`src/hdl/interconnect_consts.svh`:
```
/*
 * Inner interconnect constants
 * Bus widths, page table geometry and sr-bus register map
 */

`ifndef INTERCONNECT_CONSTS_SVH
`define INTERCONNECT_CONSTS_SVH

// Bus widths
`define RW              16
`define WB_ADDR_W       24
`define WB_SEL_BITS     2

// Page table geometry, 16 entries of 4 KiB-word pages
`define PAGE_BITS       4
`define PAGE_OFS_BITS   12

// Special-register bus map
`define SR_PAGE_EN      8'h08
`define SR_PAGE_BASE    8'h10
`define SR_MAILBOX      8'h20
`define SR_INT_ACK      8'h21
`define SR_CORE_DISABLE 8'h22

`endif

```
`src/hdl/interconnect_pkg.sv`:
```
/*
 * Inner interconnect types
 * Wishbone request/response bundles, sr-bus write and arbiter state
 */

`include "interconnect_consts.svh"

package interconnect_pkg;

    // Master side of one Wishbone cycle
    typedef struct packed {
        logic                    cyc;
        logic                    stb;
        logic                    we;
        logic [`WB_ADDR_W-1:0]   adr;
        logic [`RW-1:0]          dat;
        logic [`WB_SEL_BITS-1:0] sel;
    } wb_req_t;

    // Slave answer, ack or err ends the cycle
    typedef struct packed {
        logic           ack;
        logic           err;
        logic [`RW-1:0] dat;
    } wb_rsp_t;

    // One core's special-register write
    typedef struct packed {
        logic           we;
        logic [7:0]     addr;
        logic [`RW-1:0] data;
    } sr_bus_t;

    typedef enum logic [1:0] {
        ARB_IDLE,
        ARB_GNT0,
        ARB_GNT1
    } arb_state_t;

endpackage

```
`src/hdl/interconnect_inner.sv`:
```
/*
 * Inner interconnect of the dual-core system
 * Per-core MMUs feed a round-robin arbiter onto the outer Wishbone bus,
 * intercore registers sit beside them on the sr buses
 */

`timescale 1ns/1ps

`include "interconnect_consts.svh"

module interconnect_inner (
    input  logic                      i_clk,
    input  logic                      i_reset,

    // Core data ports, virtual addresses
    input  interconnect_pkg::wb_req_t i_c0_req,
    input  interconnect_pkg::wb_req_t i_c1_req,
    output interconnect_pkg::wb_rsp_t o_c0_rsp,
    output interconnect_pkg::wb_rsp_t o_c1_rsp,

    // Core sr buses
    input  interconnect_pkg::sr_bus_t i_c0_sr,
    input  interconnect_pkg::sr_bus_t i_c1_sr,

    // Outer Wishbone bus
    output interconnect_pkg::wb_req_t o_wb_req,
    input  interconnect_pkg::wb_rsp_t i_wb_rsp,

    // Intercore control
    input  logic                      i_disable,
    output logic [`RW-1:0]            o_c0_sreg,
    output logic [`RW-1:0]            o_c1_sreg,
    output logic                      o_c0_core_int,
    output logic                      o_c1_core_int,
    output logic                      o_c0_disable,
    output logic                      o_c1_disable
);

    import interconnect_pkg::*;

    wb_req_t c0_req_phys;
    wb_req_t c1_req_phys;

    //////////////////////////////
    // Address translation
    //////////////////////////////

    page_mmu mmu_0 (
        .i_clk   (i_clk),
        .i_reset (i_reset),
        .i_sr    (i_c0_sr),
        .i_req   (i_c0_req),
        .o_req   (c0_req_phys)
    );

    page_mmu mmu_1 (
        .i_clk   (i_clk),
        .i_reset (i_reset),
        .i_sr    (i_c1_sr),
        .i_req   (i_c1_req),
        .o_req   (c1_req_phys)
    );

    //////////////////////////////
    // Outer bus arbitration
    //////////////////////////////

    wb_arbiter arbiter (
        .i_clk    (i_clk),
        .i_reset  (i_reset),
        .i_m0     (c0_req_phys),
        .i_m1     (c1_req_phys),
        .o_m0_rsp (o_c0_rsp),
        .o_m1_rsp (o_c1_rsp),
        .o_wb_req (o_wb_req),
        .i_wb_rsp (i_wb_rsp)
    );

    // Intercore control
    intercore_sregs icore_sregs (
        .i_clk         (i_clk),
        .i_reset       (i_reset),
        .i_c0_sr       (i_c0_sr),
        .i_c1_sr       (i_c1_sr),
        .i_disable     (i_disable),
        .o_c0_sreg     (o_c0_sreg),
        .o_c1_sreg     (o_c1_sreg),
        .o_c0_core_int (o_c0_core_int),
        .o_c1_core_int (o_c1_core_int),
        .o_c0_disable  (o_c0_disable),
        .o_c1_disable  (o_c1_disable)
    );

endmodule

```
`src/hdl/intercore_sregs.sv`:
```
/*
 * Intercore special registers
 * Per-core mailbox with peer interrupt, interrupt acknowledge,
 * and core 0 control over core 1's disable
 */

`timescale 1ns/1ps

`include "interconnect_consts.svh"

module intercore_sregs (
    input  logic                      i_clk,
    input  logic                      i_reset,
    input  interconnect_pkg::sr_bus_t i_c0_sr,
    input  interconnect_pkg::sr_bus_t i_c1_sr,
    input  logic                      i_disable,
    output logic [`RW-1:0]            o_c0_sreg,
    output logic [`RW-1:0]            o_c1_sreg,
    output logic                      o_c0_core_int,
    output logic                      o_c1_core_int,
    output logic                      o_c0_disable,
    output logic                      o_c1_disable
);

    import interconnect_pkg::*;

    sr_bus_t        sr [2];
    logic [1:0]     mbox_wr;
    logic [1:0]     ack_wr;
    logic [`RW-1:0] mbox_q [2];
    logic [1:0]     int_q;
    logic           c1_dis_q;

    assign sr[0] = i_c0_sr;
    assign sr[1] = i_c1_sr;

    always_comb begin
        for (int i = 0; i < 2; i++) begin
            mbox_wr[i] = sr[i].we && (sr[i].addr == `SR_MAILBOX);
            ack_wr[i]  = sr[i].we && (sr[i].addr == `SR_INT_ACK);
        end
    end

    //////////////////////////////
    // Mailbox and interrupts
    //////////////////////////////

    // A peer write in the same cycle as the acknowledge wins
    always_ff @(posedge i_clk) begin
        if (i_reset) begin
            int_q    <= '0;
            c1_dis_q <= 1'b0;
        end else begin
            for (int i = 0; i < 2; i++) begin
                if (mbox_wr[1-i]) begin
                    int_q[i] <= 1'b1;
                end else if (ack_wr[i]) begin
                    int_q[i] <= 1'b0;
                end
            end
            if (i_c0_sr.we && i_c0_sr.addr == `SR_CORE_DISABLE) begin
                c1_dis_q <= i_c0_sr.data[0];
            end
        end
    end

    always_ff @(posedge i_clk) begin
        for (int i = 0; i < 2; i++) begin
            if (mbox_wr[1-i]) begin
                mbox_q[i] <= sr[1-i].data;
            end
        end
    end

    assign o_c0_sreg     = mbox_q[0];
    assign o_c1_sreg     = mbox_q[1];
    assign o_c0_core_int = int_q[0];
    assign o_c1_core_int = int_q[1];

    // Core 0 has no disable bit of its own
    assign o_c0_disable = i_disable;
    assign o_c1_disable = c1_dis_q | i_disable;

endmodule

```
`src/hdl/page_mmu.sv`:
```
/*
 * Page MMU
 * Maps a 16-bit virtual address onto the 24-bit physical bus through a
 * 16-entry frame table loaded over the core's sr bus
 */

`timescale 1ns/1ps

`include "interconnect_consts.svh"

module page_mmu (
    input  logic                      i_clk,
    input  logic                      i_reset,
    input  interconnect_pkg::sr_bus_t i_sr,
    input  interconnect_pkg::wb_req_t i_req,
    output interconnect_pkg::wb_req_t o_req
);

    localparam int FRAME_W = `WB_ADDR_W - `PAGE_OFS_BITS;
    localparam int PAGES = 1 << `PAGE_BITS;
    localparam logic [7:0] PAGE_BASE = `SR_PAGE_BASE;

    logic [FRAME_W-1:0]        frame_q [PAGES];
    logic                      paging_en_q;
    logic                      entry_wr;
    logic                      en_wr;
    logic [`PAGE_BITS-1:0]     entry_idx;
    logic [`PAGE_BITS-1:0]     vpage;
    logic [`PAGE_OFS_BITS-1:0] vofs;

    //////////////////////////////
    // Table writes
    //////////////////////////////

    // Upper address nibble selects the table window
    assign entry_wr  = i_sr.we && (i_sr.addr[7:`PAGE_BITS] == PAGE_BASE[7:`PAGE_BITS]);
    assign en_wr     = i_sr.we && (i_sr.addr == `SR_PAGE_EN);
    assign entry_idx = i_sr.addr[`PAGE_BITS-1:0];

    always_ff @(posedge i_clk) begin
        if (i_reset) begin
            paging_en_q <= 1'b0;
            for (int i = 0; i < PAGES; i++) begin
                frame_q[i] <= '0;
            end
        end else begin
            if (en_wr) begin
                paging_en_q <= i_sr.data[0];
            end
            if (entry_wr) begin
                frame_q[entry_idx] <= i_sr.data[FRAME_W-1:0];
            end
        end
    end

    //////////////////////////////
    // Translation
    //////////////////////////////

    assign vpage = i_req.adr[`PAGE_OFS_BITS +: `PAGE_BITS];
    assign vofs  = i_req.adr[`PAGE_OFS_BITS-1:0];

    always_comb begin
        o_req = i_req;
        if (paging_en_q) begin
            o_req.adr = {frame_q[vpage], vofs};
        end else begin
            o_req.adr = {{(`WB_ADDR_W - `RW){1'b0}}, i_req.adr[`RW-1:0]};
        end
    end

    // Software must not load frames wider than the physical bus allows
    a_frame_fits: assert property (
        @(posedge i_clk) disable iff (i_reset)
        entry_wr |-> (i_sr.data[`RW-1:FRAME_W] == '0)
    ) else $error("page entry write carries bits above the frame width");

endmodule

```
`src/hdl/wb_arbiter.sv`:
```
/*
 * Two-master Wishbone arbiter
 * Round-robin grant, held from cyc until the slave answers with ack or err
 */

`timescale 1ns/1ps

module wb_arbiter (
    input  logic                      i_clk,
    input  logic                      i_reset,
    input  interconnect_pkg::wb_req_t i_m0,
    input  interconnect_pkg::wb_req_t i_m1,
    output interconnect_pkg::wb_rsp_t o_m0_rsp,
    output interconnect_pkg::wb_rsp_t o_m1_rsp,
    output interconnect_pkg::wb_req_t o_wb_req,
    input  interconnect_pkg::wb_rsp_t i_wb_rsp
);

    import interconnect_pkg::*;

    arb_state_t state_q;
    arb_state_t state_d;
    logic       last_m1_q;
    logic       cycle_end;
    logic [1:0] gnt;

    assign cycle_end = i_wb_rsp.ack | i_wb_rsp.err;
    assign gnt       = {state_q == ARB_GNT1, state_q == ARB_GNT0};

    //////////////////////////////
    // Grant FSM
    //////////////////////////////

    always_comb begin
        state_d = state_q;
        case (state_q)
            ARB_IDLE: begin
                if (i_m0.cyc && i_m1.cyc) begin
                    // Both pending, the one not served last goes first
                    state_d = last_m1_q ? ARB_GNT0 : ARB_GNT1;
                end else if (i_m0.cyc) begin
                    state_d = ARB_GNT0;
                end else if (i_m1.cyc) begin
                    state_d = ARB_GNT1;
                end
            end
            ARB_GNT0, ARB_GNT1: begin
                if (cycle_end) begin
                    state_d = ARB_IDLE;
                end
            end
            default: state_d = ARB_IDLE;
        endcase
    end

    always_ff @(posedge i_clk) begin
        if (i_reset) begin
            state_q   <= ARB_IDLE;
            last_m1_q <= 1'b1;
        end else begin
            state_q <= state_d;
            if (state_q == ARB_GNT0 && cycle_end) begin
                last_m1_q <= 1'b0;
            end else if (state_q == ARB_GNT1 && cycle_end) begin
                last_m1_q <= 1'b1;
            end
        end
    end

    //////////////////////////////
    // Bus routing
    //////////////////////////////

    always_comb begin
        case (state_q)
            ARB_GNT0: o_wb_req = i_m0;
            ARB_GNT1: o_wb_req = i_m1;
            default:  o_wb_req = '0;
        endcase
    end

    // Answer only the granted master
    assign o_m0_rsp = gnt[0] ? i_wb_rsp : '0;
    assign o_m1_rsp = gnt[1] ? i_wb_rsp : '0;

    // The granted master keeps its cycle open until the answer
    a_gnt_held: assert property (
        @(posedge i_clk) disable iff (i_reset)
        (gnt & {i_m1.cyc, i_m0.cyc}) == gnt
    ) else $error("granted master dropped cyc before the answer");

    // Slave stays quiet while no cycle is open
    a_idle_quiet: assert property (
        @(posedge i_clk) disable iff (i_reset)
        (state_q == ARB_IDLE) |-> !cycle_end
    ) else $error("slave answered while arbiter idle");

endmodule
```
`config.mk`:
```
export PLATFORM = sky130hd
export DESIGN_NAME = interconnect_inner
export DESIGN_NICKNAME = d
export VERILOG_FILES = /design/src/hdl/interconnect_pkg.sv /design/src/hdl/interconnect_inner.sv /design/src/hdl/intercore_sregs.sv /design/src/hdl/page_mmu.sv /design/src/hdl/wb_arbiter.sv
export VERILOG_INCLUDE_DIRS = /design/src /design/src/hdl
export SDC_FILE = /design/constraint.sdc
export NUM_CORES = 1
export LEC_CHECK = 0
export ABC_AREA = 1
export BUFFER_PORTS_ARGS = -buffer_cell sky130_fd_sc_hd__clkbuf_2
export CAP_MARGIN = 15
export CORE_AREA = 2 2 340 241
export CTS_BUF_LIST = sky130_fd_sc_hd__clkbuf_8
export DETAILED_ROUTE_END_ITERATION = 8
export DIE_AREA = 0 0 342 243
export REMOVE_ABC_BUFFERS = 1
export SKIP_CTS_REPAIR_TIMING = 1
export SLEW_MARGIN = 0
export SYNTH_ARGS = -nofsm -noshare
export SYNTH_HDL_FRONTEND = slang
export SYNTH_SLANG_ARGS = --single-unit
```
`constraint.sdc`:
```
create_clock -name i_clk -period 3.4 [get_ports i_clk]
set_input_delay 1.02 -clock i_clk [delete_from_list [all_inputs] [get_ports i_clk]]
set_output_delay 1.02 -clock i_clk [all_outputs]
set_load 0.01 [all_outputs]
```
======== After elaboration in Yosys (flattened, before gate mapping) ========
Memories as Yosys holds them, arrays and structs flattened.
Cells that the tools add are included.
operators by class
  bitwise gates (word level) .............. 2
  equal/unequal tests ..................... 13
  reductions and logical operators ........ 20
  multiplexer cells ....................... 35
operator list
  kind                                                                      count
  45-bit one-hot mux with 2 select lines                                    1
  24-bit 2-to-1 mux                                                         2
  8-bit by 6-bit equality test with 1-bit output (second input constant)    5
  18-bit 2-to-1 mux                                                         2
  12-bit 2-to-1 mux                                                         2
  12-bit OR reduction                                                       2
  1-bit 2-to-1 mux                                                          20
  8-bit by 4-bit equality test with 1-bit output (second input constant)    2
  1-bit logical AND                                                         12
  2-bit 2-to-1 mux                                                          5
  4-bit by 1-bit equality test with 1-bit output (second input constant)    2
  4-bit 2-to-1 mux                                                          2
  2-bit nonzero test                                                        3
  4-bit by 3-bit inequality test with 1-bit output (second input constant)  1
  2-bit one-hot mux with 2 select lines                                     1
  2-bit by 1-bit equality test with 1-bit output (second input constant)    1
  2-bit equality test (second input constant)                               1
  2-bit zero test                                                           1
  2-bit by 1-bit inequality test with 1-bit output (second input constant)  1
  1-bit bitwise OR                                                          2
  2-bit AND reduction                                                       1
  2-bit OR reduction                                                        1
storage, ports and cells
  output and inout port bits .............. 117
  RAM bits ................................ 416
  flip-flop bits (word level) ............. 8
  memories kept ........................... 3
memory list
  memory              depth  bits a word  rd ports  clocked after memory_dff  write ports  line                   source
  mmu_0.frame_q       16     12           1         0                         16           page_mmu.sv:23         logic [FRAME_W-1:0] frame_q [PAGES];
  mmu_1.frame_q       16     12           1         0                         16           page_mmu.sv:23
  icore_sregs.mbox_q  2      16           2         0                         2            intercore_sregs.sv:30  logic [`RW-1:0] mbox_q [2];

======== Depth between registers and ports, before layout ========
  word-level depth ........................ 7
  gate-level depth with buffers ........... 11

======== Modules after synthesis ========
Synthesis repeated with hierarchy kept, for this count alone.
unflattened totals
  cell total of the unflattened synthesis .. 2207
  area total of the unflattened synthesis .. 20923.8 um^2
modules (own cells, without submodules)
  module            area each (um^2)  cells each  seq. area each (um^2)  instances
  page_mmu (mmu_1)  9256.4            934         5785.5                 1
  page_mmu (mmu_0)  9028.7            931         5785.5                 1
  wb_arbiter        1392.6            259         60.1                   1
  intercore_sregs   1246.2            83          1021.0                 1

======== Worst setup path before layout ========
Ideal clock, no wire load.
  kind .................................... input to output
  from .................................... in i_c1_req[30] (netlist name)
  to ...................................... out o_wb_req[34] (netlist name)
  slack ................................... 0.275 ns
  stages on the path ...................... 10
  arrival time ............................ 2.105 ns
  cells stage by stage .................... buf_2 > inv_2 > buf_4 > buf_4 > nor2_1 > o21ai_0 > nand3_1 > nand2_1 > nand2_1 > a21oi_1
RTL lines
  element             line                      source
  start: declaration  interconnect_inner.sv:17  input interconnect_pkg::wb_req_t i_c1_req,
  end: declaration    interconnect_inner.sv:26  output interconnect_pkg::wb_req_t o_wb_req,

==> impl_metrics.env <==
export IMPL_track_usage=0.152
export IMPL_routedWlPerCell_microns=18.8
export IMPL_r2r_slack_ps=1550
export IMPL_rows=87
export IMPL_synth_avg_cell_area_sq_um=9.43
export IMPL_min_period_over_period=1.06
export IMPL_clkSinkCount=424
export IMPL_die_x_microns=342
export IMPL_initial_utilization=0.248
export IMPL_drv_cap=0
export IMPL_via_count=16900
export IMPL_ys_top_cells_by_count="nor2_1 (637), edfxtp_1 (416), nand2_1 (355)"
export IMPL_synth_ff_type="edfxtp_1"
export IMPL_fmax_mhz=278
export IMPL_synth_most_common_cell="nor2_1"
export IMPL_dpl_cell_count=3471
export IMPL_syn_area_sq_um=19900
export IMPL_drt_iter0_drc=2137
export IMPL_ioPinCount=278
export IMPL_totalWireLength_mm=68.3
export IMPL_ys_ff_latch=424
export IMPL_htree_levels=3
export IMPL_route_detailed_drc=0
export IMPL_grt_max_degree=59
export IMPL_slowest_delay_ps=170
export IMPL_clock_skew_ps=0.127
export IMPL_area_growth_pct=30.5
export IMPL_grt_pass1_vias=15400
export IMPL_path_class="in -> out"
export IMPL_hpwl_mm=44.7
export IMPL_end_kind="output pin"
export IMPL_synth_top_cell_area_share=0.629
export IMPL_async_flop_share=0
export IMPL_netlist_cell_type_count=29
export IMPL_yosysSeqAreaShare=0.637
export IMPL_final_cells=3632
export IMPL_cp_buffers_inverters=6
export IMPL_setup_tns_final_ps=-1710
export IMPL_tightestPinTransition_ps=930
export IMPL_crit_family="buffers and inverters"
export IMPL_drt_pass1_iterations=7
export IMPL_synth_largest_area_cell="edfxtp_1"
export IMPL_arrival_ps=2570
export IMPL_setup_viol_count_final=12
export IMPL_cts_root_buf="clkbuf_8"
export IMPL_hold_viol=0
export IMPL_hold_class="reg -> reg"
export IMPL_slew_headroom=0.379
export IMPL_cts_tree="yes"
export IMPL_yosys_warnings=0
export IMPL_worst_slack_ps=-195
export IMPL_layout_nets=2671
export IMPL_power_density_nw_per_um2=471
export IMPL_cts_buffers=72
export IMPL_cp_cell_sequence="buf_16 -> buf_12 -> buf_8 -> buf_6 -> nor2_2 -> nor2_1 -> a21oi_1 -> o21ai_1 -> nand3_1 -> nand2_1 -> nand2_1 -> a21oi_2 -> buf_4 -> buf_6"
export IMPL_p_leak_nw=10.6
export IMPL_peakVddDrop_mv=0.280
export IMPL_period_minus_slack_ps=3590
export IMPL_power_mw=12.2
export IMPL_grt_pass1_wl_mm=94.8
export IMPL_die_area_sq_um=83100
export IMPL_worstPathMaxFanout=8
export IMPL_place_congestion=0.881
export IMPL_violations="negative setup slack"
export IMPL_maxSlewViolCount=0
export IMPL_syn_inst=2105
export IMPL_overflow=0
export IMPL_path_clk_slew_ps=60
export IMPL_clockBufferDepth=3
export IMPL_dieHeight_microns=243
export IMPL_synth_edf_count=416
export IMPL_start_kind="primary input"
export IMPL_dp_slack_ps=-504
export IMPL_port_buffers=261
export IMPL_clock_latency_ps=710
export IMPL_grt_antenna_before_repair=3
export IMPL_slowest_stage="buf_12"
export IMPL_ant_nets=0
export IMPL_critPathRequiredTime_ps=2380
export IMPL_synth_area_top_cells="edfxtp_1 (63%), nor2_1 (12%), nand2_1 (6.7%)"
export IMPL_rsz0062_at_grt="yes"
export IMPL_via_per_inst=4.65
export IMPL_core_area_sq_um=79900
export IMPL_drive_above_1_share=0.255
export IMPL_status="finished, violations left"
## power by group
| part | internal, mW | switching [mW] | total, mW |
|---|---|---|---|
| Combinational | 0.589 | 1.08 | 1.67 |
| Clock | 2.21 | 2.29 | 4.50 |
| Sequential | 5.97 | 0.0718 | 6.04 |
| Total | 8.76 | 3.45 | 12.2 |
## worst min-delay path: stages, from the launching register on
cell and delay [ps]:
dfxtp_1 310, nand2_1 60, a21oi_1 50
## sequential cells by signal, summed over array words and instances (netlist names)
name,count
icore_sregs.c1_dis_q,1
icore_sregs.mbox_q,32
arbiter.last_m1_q,1
mmu_1.frame_q,192
icore_sregs.int_q,2
mmu_1.paging_en_q,1
arbiter.state_q,2
mmu_0.frame_q,192
mmu_0.paging_en_q,1
## layer usage
metal / vias to the layer above / global-route usage / routed length [microns]
li1: 7823 / - / -
met1: 8046 / 0.224 / 30600
met2: 930 / 0.220 / 28400
met3: 89 / 0.0325 / 7910
met4: 0 / 0.0444 / 1360
met5: - / 0 / 0
## cell usage in the layout (no fill, tap or decap), types with 4 or more instances in the layout
cell type	netlist	final
clkbuf_2	1	246
o21ai_2	0	8
a21oi_1	61	47
o21ai_1	4	36
nand2_1	355	348
nor3_2	5	6
nand4_1	6	6
nor2_2	0	13
nand3_1	154	128
nor3_1	5	4
buf_8	0	5
o211ai_1	28	28
inv_1	112	136
nand3_2	0	23
buf_6	16	19
clkinv_1	3	17
edfxtp_1	416	416
buf_4	8	164
buf_12	0	24
nor2_1	637	621
clkbuf_8	0	73
clkinv_2	0	4
o21ai_0	145	105
a21oi_2	0	11
dfxtp_1	8	8
nand2_2	0	7
clkbuf_16	0	17
## worst paths after layout
check	startpoint	end	depth (start not counted)
worst max-delay path	i_c1_req[30]	o_wb_req[35]	14
worst min-delay path	icore_sregs.int_q[0]	icore_sregs.int_q[0]	2
worst max register to register	arbiter.state_q[0]	arbiter.state_q[1]	6
worst min register to register	icore_sregs.int_q[0]	icore_sregs.int_q[0]	2
## kinds of logic (layout without fill, tap and decap cells)
logic type               after synthesis  count (layout)  share of synthesized area
flip-flops                           424             424                      0.637
buffers and inverters                268             724                     0.0618
adder cells (fa/ha/maj)                3               3                    0.00189
AND/OR/NAND/NOR                     1166            1166                      0.233
other                                  0               3                          0
AO/OA/AOI/OAI                        244             244                     0.0657
## layout make-up
cell class | instances | area, sq um
fill | 8185 | 54000
sequential | 424 | 12700
multi-input combinational | 1413 | 6340
timing repair buffer | 478 | 3740
tap | 1068 | 1340
clock buffer | 73 | 1000
inverter | 118 | 479
clock inverter | 55 | 349
antenna | 3 | 7.51
## stage by stage
| step | instance area (sq um) | util | hold slack [ps] |
|---|---|---|---|
| after floorplan | 19100 | - | 421 |
| after global placement | 23400 | 0.293 | 453 |
| after detailed placement | 23400 | 0.293 | 458 |
| after CTS | 24700 | 0.310 | 449 |
| after global routing | 25900 | 0.324 | 462 |
| final | 25900 | 0.324 | 466 |
No activity file was read; power rests on OpenSTA's default activity.
